$ cat config.mk
export PLATFORM = sky130hd
export DESIGN_NAME = soc_bus_top
export DESIGN_NICKNAME = d
export VERILOG_FILES = /design/src/source/soc_bus_pkg.sv /design/src/source/soc_bus_top.sv /design/src/source/bus_switch.sv /design/src/source/intr_controller.sv /design/src/source/addr_decoder.sv /design/src/source/reset_debounce.sv
export SDC_FILE = /design/constraint.sdc
export NUM_CORES = 1
export LEC_CHECK = 0
export ABC_CLOCK_PERIOD_IN_PS = 2750
export BUFFER_PORTS_ARGS = -buffer_cell sky130_fd_sc_hd__buf_4
export CORE_UTILIZATION = 40
export DETAILED_ROUTE_END_ITERATION = 8
export GPL_TIMING_DRIVEN = 0
export PLACE_DENSITY_LB_ADDON = 0.15
export SYNTH_ARGS = -nofsm -noshare
export SYNTH_HDL_FRONTEND = slang
export SYNTH_SLANG_ARGS = --single-unit
export TNS_END_PERCENT = 100
$ cat constraint.sdc
create_clock -name clk -period 2.75 [get_ports clk]
set_clock_uncertainty 0.2 [all_clocks]
set_input_delay 0.55 -clock clk [delete_from_list [all_inputs] [get_ports clk]]
set_output_delay 0.55 -clock clk [all_outputs]
set_load 0.02 [all_outputs]
$ cat src/source/soc_bus_pkg.sv
// system bus package with widths, data types, slave windows and reset/interrupt constants
package soc_bus_pkg;

  localparam int WORD_W     = 16;
  localparam int ADDR_W     = 20;  // io tag on top, 19-bit word address below
  localparam int SEL_W      = 2;
  localparam int NUM_IRQ    = 8;
  localparam int IRQ_ID_W   = $clog2(NUM_IRQ);
  localparam int NUM_SLAVES = 4;   // default slave lives inside the switch

  typedef logic [WORD_W-1:0]   word_t;
  typedef logic [ADDR_W-1:0]   bus_addr_t;
  typedef logic [SEL_W-1:0]    sel_t;
  typedef logic [NUM_IRQ-1:0]  irq_vec_t;
  typedef logic [IRQ_ID_W-1:0] irq_id_t;

  // order is also the decode priority
  typedef enum logic [2:0] {
    SLV_ROM     = 3'd0,
    SLV_VGA     = 3'd1,
    SLV_KEYB    = 3'd2,
    SLV_SDRAM   = 3'd3,
    SLV_DEFAULT = 3'd4
  } slave_sel_e;

  // address/mask windows, hit when (adr ^ addr) & mask == 0
  // bit 19 is the io tag, bits 18:0 hold byte address bits 19:1
  localparam bus_addr_t ROM_MEM_HI_ADDR = 20'h7_8000;  // mem 0xf0000 - 0xfffff
  localparam bus_addr_t ROM_MEM_HI_MASK = 20'hf_8000;
  localparam bus_addr_t ROM_MEM_LO_ADDR = 20'h6_0000;  // mem 0xc0000 - 0xcffff
  localparam bus_addr_t ROM_MEM_LO_MASK = 20'hf_8000;

  localparam bus_addr_t VGA_MEM_ADDR    = 20'h5_0000;  // mem 0xa0000 - 0xbffff
  localparam bus_addr_t VGA_MEM_MASK    = 20'hf_0000;
  localparam bus_addr_t VGA_IO_ADDR     = 20'h8_01e0;  // io 0x3c0 - 0x3df
  localparam bus_addr_t VGA_IO_MASK     = 20'h8_7ff0;

  localparam bus_addr_t KEYB_IO_ADDR    = 20'h8_0030;  // io 0x60 and 0x64
  localparam bus_addr_t KEYB_IO_MASK    = 20'h8_7ffd;

  localparam bus_addr_t SDRAM_MEM_ADDR  = 20'h0_0000;  // any memory cycle
  localparam bus_addr_t SDRAM_MEM_MASK  = 20'h8_0000;

  // power-on reset hold
  localparam int DEBOUNCE_CYCLES = 16;
  localparam int DEBOUNCE_W      = $clog2(DEBOUNCE_CYCLES + 1);

  typedef logic [DEBOUNCE_W-1:0] dbnc_cnt_t;

  localparam dbnc_cnt_t DEBOUNCE_LOAD = dbnc_cnt_t'(DEBOUNCE_CYCLES);

  // responses returned to the cpu
  localparam word_t DEFAULT_RDATA = 16'hffff;  // unmapped cycles read all ones
  localparam word_t INTA_VEC_BASE = 16'h0008;  // vector word is base plus irq number

endpackage
$ cat src/source/soc_bus_top.sv
// system bus fabric top, debounced reset, address decode, interrupt controller and switch
`timescale 1ns/10ps

module soc_bus_top (
  input  logic                                          clk,
  input  logic                                          rst_lck,
  input  soc_bus_pkg::irq_vec_t                         intv_i,

  // cpu master
  input  soc_bus_pkg::bus_addr_t                        m_adr_i,
  input  soc_bus_pkg::word_t                            m_dat_i,
  input  soc_bus_pkg::sel_t                             m_sel_i,
  input  logic                                          m_we_i,
  input  logic                                          m_cyc_i,
  input  logic                                          m_stb_i,
  input  logic                                          inta_i,
  output soc_bus_pkg::word_t                            m_dat_o,
  output logic                                          m_ack_o,

  // slaves
  output soc_bus_pkg::bus_addr_t                        s_adr_o,
  output soc_bus_pkg::word_t                            s_dat_o,
  output soc_bus_pkg::sel_t                             s_sel_o,
  output logic                                          s_we_o,
  output logic [soc_bus_pkg::NUM_SLAVES-1:0]            s_cyc_o,
  output logic [soc_bus_pkg::NUM_SLAVES-1:0]            s_stb_o,
  input  logic [soc_bus_pkg::NUM_SLAVES-1:0]            s_ack_i,
  input  soc_bus_pkg::word_t [soc_bus_pkg::NUM_SLAVES-1:0] s_rdat_i,

  output logic                                          sys_rst_o,
  output logic                                          intr_o,
  output soc_bus_pkg::irq_id_t                          iid_o
);

  soc_bus_pkg::slave_sel_e slave_sel;  // decoded target of the current cycle

  reset_debounce u_reset_debounce (
    .clk       (clk),
    .rst_lck   (rst_lck),
    .sys_rst_o (sys_rst_o)
  );

  addr_decoder u_addr_decoder (
    .m_adr_i     (m_adr_i),
    .slave_sel_o (slave_sel)
  );

  intr_controller u_intr_controller (
    .clk       (clk),
    .sys_rst_i (sys_rst_o),
    .intv_i    (intv_i),
    .inta_i    (inta_i),
    .intr_o    (intr_o),
    .iid_o     (iid_o)
  );

  bus_switch u_bus_switch (
    .clk         (clk),
    .sys_rst_i   (sys_rst_o),
    .slave_sel_i (slave_sel),
    .m_adr_i     (m_adr_i),
    .m_dat_i     (m_dat_i),
    .m_sel_i     (m_sel_i),
    .m_we_i      (m_we_i),
    .m_cyc_i     (m_cyc_i),
    .m_stb_i     (m_stb_i),
    .inta_i      (inta_i),
    .iid_i       (iid_o),     // vector number for the acknowledge read
    .m_dat_o     (m_dat_o),
    .m_ack_o     (m_ack_o),
    .s_adr_o     (s_adr_o),
    .s_dat_o     (s_dat_o),
    .s_sel_o     (s_sel_o),
    .s_we_o      (s_we_o),
    .s_cyc_o     (s_cyc_o),
    .s_stb_o     (s_stb_o),
    .s_ack_i     (s_ack_i),
    .s_rdat_i    (s_rdat_i)
  );

endmodule

$ cat src/source/bus_switch.sv
// bus switch, routes master strobes to the selected slave and muxes back data and acknowledge
`timescale 1ns/10ps

module bus_switch (
  input  logic                                          clk,
  input  logic                                          sys_rst_i,
  input  soc_bus_pkg::slave_sel_e                       slave_sel_i,

  // master side
  input  soc_bus_pkg::bus_addr_t                        m_adr_i,
  input  soc_bus_pkg::word_t                            m_dat_i,
  input  soc_bus_pkg::sel_t                             m_sel_i,
  input  logic                                          m_we_i,
  input  logic                                          m_cyc_i,
  input  logic                                          m_stb_i,
  input  logic                                          inta_i,
  input  soc_bus_pkg::irq_id_t                          iid_i,
  output soc_bus_pkg::word_t                            m_dat_o,
  output logic                                          m_ack_o,

  // slave side, shared lines
  output soc_bus_pkg::bus_addr_t                        s_adr_o,
  output soc_bus_pkg::word_t                            s_dat_o,
  output soc_bus_pkg::sel_t                             s_sel_o,
  output logic                                          s_we_o,

  // slave side, one per slave
  output logic [soc_bus_pkg::NUM_SLAVES-1:0]            s_cyc_o,
  output logic [soc_bus_pkg::NUM_SLAVES-1:0]            s_stb_o,
  input  logic [soc_bus_pkg::NUM_SLAVES-1:0]            s_ack_i,
  input  soc_bus_pkg::word_t [soc_bus_pkg::NUM_SLAVES-1:0] s_rdat_i
);

  logic bus_open;  // cycles may reach a slave
  logic def_ack;   // default slave answers on its strobe

  // no slave sees a cycle in reset or while the cpu takes an interrupt
  assign bus_open = ~sys_rst_i & ~inta_i;

  // address, data, lanes and direction go to every slave
  assign s_adr_o = m_adr_i;
  assign s_dat_o = m_dat_i;
  assign s_sel_o = m_sel_i;
  assign s_we_o  = m_we_i;

  always_comb begin
    s_cyc_o = '0;
    s_stb_o = '0;
    for (int i = 0; i < soc_bus_pkg::NUM_SLAVES; i++) begin
      if (int'(slave_sel_i) == i) begin
        s_cyc_o[i] = m_cyc_i & bus_open;
        s_stb_o[i] = m_stb_i & bus_open;
      end
    end
  end

  assign def_ack = (slave_sel_i == soc_bus_pkg::SLV_DEFAULT) & m_cyc_i & m_stb_i & bus_open;

  // return path, zero added latency
  always_comb begin
    m_dat_o = soc_bus_pkg::DEFAULT_RDATA;
    m_ack_o = def_ack;
    for (int i = 0; i < soc_bus_pkg::NUM_SLAVES; i++) begin
      if (int'(slave_sel_i) == i) begin
        m_dat_o = s_rdat_i[i];
        m_ack_o = s_ack_i[i] & s_cyc_o[i] & s_stb_o[i];  // stray acks are dropped
      end
    end
    if (inta_i) begin
      m_dat_o = soc_bus_pkg::INTA_VEC_BASE + soc_bus_pkg::word_t'(iid_i);  // vector read
    end
  end

endmodule

$ cat src/source/intr_controller.sv
// simple interrupt controller, latches request edges and reports the lowest pending line
`timescale 1ns/10ps

module intr_controller (
  input  logic                  clk,
  input  logic                  sys_rst_i,
  input  soc_bus_pkg::irq_vec_t intv_i,
  input  logic                  inta_i,
  output logic                  intr_o,
  output soc_bus_pkg::irq_id_t  iid_o
);

  soc_bus_pkg::irq_vec_t intv_q;    // request lines seen last edge
  soc_bus_pkg::irq_vec_t pending;
  soc_bus_pkg::irq_vec_t req_rise;
  soc_bus_pkg::irq_vec_t ack_clr;
  soc_bus_pkg::irq_id_t  low_id;
  logic                  inta_q;
  logic                  ack_rise;

  assign req_rise = intv_i & ~intv_q;
  assign ack_rise = inta_i & ~inta_q;  // first clock of the acknowledge

  always_comb begin
    ack_clr = '0;
    if (ack_rise) begin
      ack_clr[iid_o] = 1'b1;  // the number the cpu is reading right now
    end
  end

  // scan downward so the lowest pending number is left in low_id
  always_comb begin
    low_id = '0;
    for (int i = soc_bus_pkg::NUM_IRQ - 1; i >= 0; i--) begin
      if (pending[i]) begin
        low_id = soc_bus_pkg::irq_id_t'(i);
      end
    end
  end

  always_ff @(posedge clk) begin
    if (sys_rst_i) begin
      intv_q  <= '0;
      inta_q  <= 1'b0;
      pending <= '0;
      intr_o  <= 1'b0;
      iid_o   <= '0;
    end else begin
      intv_q  <= intv_i;
      inta_q  <= inta_i;
      pending <= (pending & ~ack_clr) | req_rise;  // a new edge beats the clear
      intr_o  <= |pending;
      iid_o   <= low_id;
    end
  end

endmodule

$ cat src/source/addr_decoder.sv
// address window decoder, picks one slave per bus cycle in fixed priority order
`timescale 1ns/10ps

module addr_decoder (
  input  soc_bus_pkg::bus_addr_t  m_adr_i,
  output soc_bus_pkg::slave_sel_e slave_sel_o
);

  logic rom_hit;
  logic vga_hit;
  logic keyb_hit;
  logic sdram_hit;

  // bits under the mask must equal the window bits
  function automatic logic win_hit(
    input soc_bus_pkg::bus_addr_t adr,
    input soc_bus_pkg::bus_addr_t win,
    input soc_bus_pkg::bus_addr_t mask
  );
    return ((adr ^ win) & mask) == '0;
  endfunction

  assign rom_hit  = win_hit(m_adr_i, soc_bus_pkg::ROM_MEM_HI_ADDR, soc_bus_pkg::ROM_MEM_HI_MASK)
                  | win_hit(m_adr_i, soc_bus_pkg::ROM_MEM_LO_ADDR, soc_bus_pkg::ROM_MEM_LO_MASK);
  assign vga_hit  = win_hit(m_adr_i, soc_bus_pkg::VGA_MEM_ADDR, soc_bus_pkg::VGA_MEM_MASK)
                  | win_hit(m_adr_i, soc_bus_pkg::VGA_IO_ADDR, soc_bus_pkg::VGA_IO_MASK);
  assign keyb_hit = win_hit(m_adr_i, soc_bus_pkg::KEYB_IO_ADDR, soc_bus_pkg::KEYB_IO_MASK);
  assign sdram_hit = win_hit(m_adr_i, soc_bus_pkg::SDRAM_MEM_ADDR, soc_bus_pkg::SDRAM_MEM_MASK);

  // first match wins, sdram takes the memory leftovers
  always_comb begin
    if (rom_hit) begin
      slave_sel_o = soc_bus_pkg::SLV_ROM;
    end else if (vga_hit) begin
      slave_sel_o = soc_bus_pkg::SLV_VGA;
    end else if (keyb_hit) begin
      slave_sel_o = soc_bus_pkg::SLV_KEYB;
    end else if (sdram_hit) begin
      slave_sel_o = soc_bus_pkg::SLV_SDRAM;
    end else begin
      slave_sel_o = soc_bus_pkg::SLV_DEFAULT;  // unmapped io port
    end
  end

endmodule

$ cat src/source/reset_debounce.sv
// power-on reset debounce, holds the system reset for a fixed count after lock release
`timescale 1ns/10ps

module reset_debounce (
  input  logic clk,
  input  logic rst_lck,
  output logic sys_rst_o
);

  soc_bus_pkg::dbnc_cnt_t hold_cnt;  // cycles left before release

  // rst_lck low reloads the count and raises reset at once
  // sys_rst_o drops at the DEBOUNCE_CYCLES+1-th edge that sees rst_lck high
  always_ff @(posedge clk) begin
    if (!rst_lck) begin
      hold_cnt  <= soc_bus_pkg::DEBOUNCE_LOAD;
      sys_rst_o <= 1'b1;
    end else begin
      if (hold_cnt != '0) begin
        hold_cnt <= hold_cnt - 1'b1;
      end
      sys_rst_o <= (hold_cnt != '0);  // follows the count one edge late
    end
  end

endmodule

==> impl_metrics.csv <==
group,metric,value,unit
outcome,outcome,"finished clean",
timing,setup_viol,0,
die,chipHeight,79.1,µm
critical_path,worstSetupStartpointType,"primary input",
pwr,peakVddDrop,0.473,mV
synth,avgSynthCellArea,7.75,µm²
synth,syn_inst,307,
die,pin_count,189,
timing,maxSlewViolCount,0,
hold_path,hold_path_class,"primary input to register",
clock_tree,cts_tree,"done",
layout,most-common-layout-cells,"buf_4 (217), nor2_1 (29), dfxtp_1 (27), nand2b_1 (25), nand2_1 (21)",
layout,multi_input_area,0.00148,mm²
placement,postPlaceCellArea,0.00373,mm²
synth,yosys_warnings,0,
timing,worstMarginPinSlew,0.709,ns
layout,syn2layout_area_growth,63.0,%
die,core-area,0.00561,mm²
layout,seq_area,541,µm²
global_route,antenna_found_initial,0,
critical_path,worstSetupPathType,"primary input to output pin",
synth,syn_nets,429,
clock_tree,cts_buffers,3,
critical_path,critPathCaptureType,"output pin",
layout,layout_commonest_cell,"buf_4",
synth,netlist_area,0.00238,mm²
die,dieArea,0.00626,mm²
layout,drive_gt1_frac,0.521,
synth,synth_seq_cells,27,
clock_tree,cts_root_buffer,"clkbuf_8",
clock_tree,clock_path_buffers,2,
layout,fill_cells,516,
critical_path,critPathArrivalTime,1.96,ns
placement,io_buffers,168,
clock_tree,clock_sinks,27,
clock_tree,clk_latency,0.28,ns
routing,drt-total-wl,8240,µm
synth,synth.distinct_cells,44,
clock_tree,path_clk_slew,0.09,ns
critical_path,cp.required,2.00,ns
global_route,grt_overflow,0,
routing,wl_per_cell,14.8,µm
routing,drtPass1Iterations,4,
timing,slew_headroom,0.527,
die,die_width,79.1,µm
job,cap_violations,0,
die,start_util,0.424,
synth,synthArstFlopShare,0,
global_route,grt_pass1_vias,2702,
routing,vias,2892,
clock_tree,htree_levels,1,
timing,fin_hold_ws,0.266,ns
pwr,leakage,0.00180,µW
routing,remaining_drc_errors,0,
routing,drtIter0Drc,114,
timing,min_period_over_period,0.984,
timing,max_freq,369,MHz
pwr,power_density,349,mW/mm²
timing,rsz0062_at_grt,"yes",
placement,hpwl,6510,µm
synth,synth_edf_count,0,
layout,diodes,0,
hold_path,min_path_cells,2,
synth,synth_ff_type,"dfxtp_1",
critical_path,reg2regPathDepth,5,
routing,viasPerCell,5.20,
global_route,grt_pass1_wl,12500,µm
critical_path,worst-path-max-fanout,10,
layout,stdcell_area,0.00388,mm²
layout,nNetsFinal,607,
timing,final-hold-violation-count,0,
global_route,grt_max_degree,16,
placement,gp_congestion,0.832,
synth,seq_area_frac_synth,0.227,
timing,min_period,2.71,ns
die,row_count,27,
global_route,grt_util_all_layers,0.250,
routing,postRouteAntennaNets,0,
Yosys cell counts, types with 7 or more instances:
cell	number	area, µm²
a211oi_2	10	125
nand2b_1	25	156
a21oi_1	12	60.1
nand4_1	13	81.3
nor2b_1	10	62.6
or3_1	13	81.3
nand4b_1	16	140
buf_4	41	308
dfxtp_1	27	541
clkbuf_1	7	26.3
nor2_1	29	109
nand2_1	21	78.8
per-stage QoR:
stage | worst slack (ns) | util | instances | setup TNS [ns] | power [µW]
floorplan | 0.114 | - | 307 | 0 | 859
global placement | -0.250 | 0.665 | 547 | -2.21 | 1100
detailed placement | -0.289 | 0.665 | 547 | -2.70 | 1120
CTS | -0.0268 | 0.681 | 553 | -0.0268 | 1350
global route | -0.0301 | 0.692 | 556 | -0.0876 | 1440
finish | 0.0436 | 0.692 | 556 | 0 | 1360
area by class of cell:
cell class | count | area share
Clock buffer | 3 | 0.0106
Buffer | 55 | 0.102
Tap cell | 72 | 0.0232
Inverter | 5 | 0.00484
Timing Repair Buffer | 174 | 0.338
Sequential cell | 27 | 0.139
Multi-Input combinational cell | 219 | 0.381
Clock inverter | 1 | 0.00129
final timing paths:
kind | end | slack [ns] | startpoint
setup / recovery | m_dat_o[6] | 0.04 | m_adr_i[17]
hold / removal | u_reset_debounce.sys_rst_o$_SDFF_PN1_ | 0.27 | rst_lck
setup reg to reg | u_reset_debounce.hold_cnt[0]$_SDFFE_PN0P_ | 1.31 | u_reset_debounce.hold_cnt[0]$_SDFFE_PN0P_
hold reg to reg | u_intr_controller.pending[3]$_SDFF_PP0_ | 0.28 | u_intr_controller.intv_q[3]$_SDFF_PP0_
critical path: stages:
cell and delay (ns):
buf_4 0.14, and4bb_4 0.40, a311o_1 0.19, buf_4 0.20, nor2_1 0.07, a211oi_2 0.22
buf_4 0.18
flip-flops by register name, indices dropped and copies added (netlist names):
name                        flops
u_intr_controller.intv_q        8
u_intr_controller.pending       8
u_reset_debounce.hold_cnt       5
u_intr_controller.iid_o         3
u_intr_controller.inta_q        1
u_intr_controller.intr_o        1
u_reset_debounce.sys_rst_o      1
cell families after synthesis:
group,Yosys count,synth area share
xor gates and xnor gates,5,0.0184
buffers and inverters,61,0.168
and+or+nand+nor,159,0.406
adders and majority gates,2,0.0105
DFF,27,0.227
AOI/OAI and AO/OA,53,0.170
routing by layer:
layer	global-route usage	share of wire	wire length, µm
met2	0.460	0.51	4210
met4	0.0545	0.016	130
met1	0.300	0.39	3240
met5	0	0	0
met3	0.0437	0.080	658
repair_timing:
item,in CTS,in global routing
setup endpoints to repair,19,17
cloned,0,0
setup buffers,3,3
resized for setup,8,11
hold buffers,0,0
pin swaps,1,2
power breakdown:
part	leakage (µW)	total [µW]	internal [µW]	switching, µW
combinational	0.00156	632	333	299
clock	0.0000255	229	102	127
sequential	0.000219	495	451	44.0
Power figures use the tool's default switching activity.
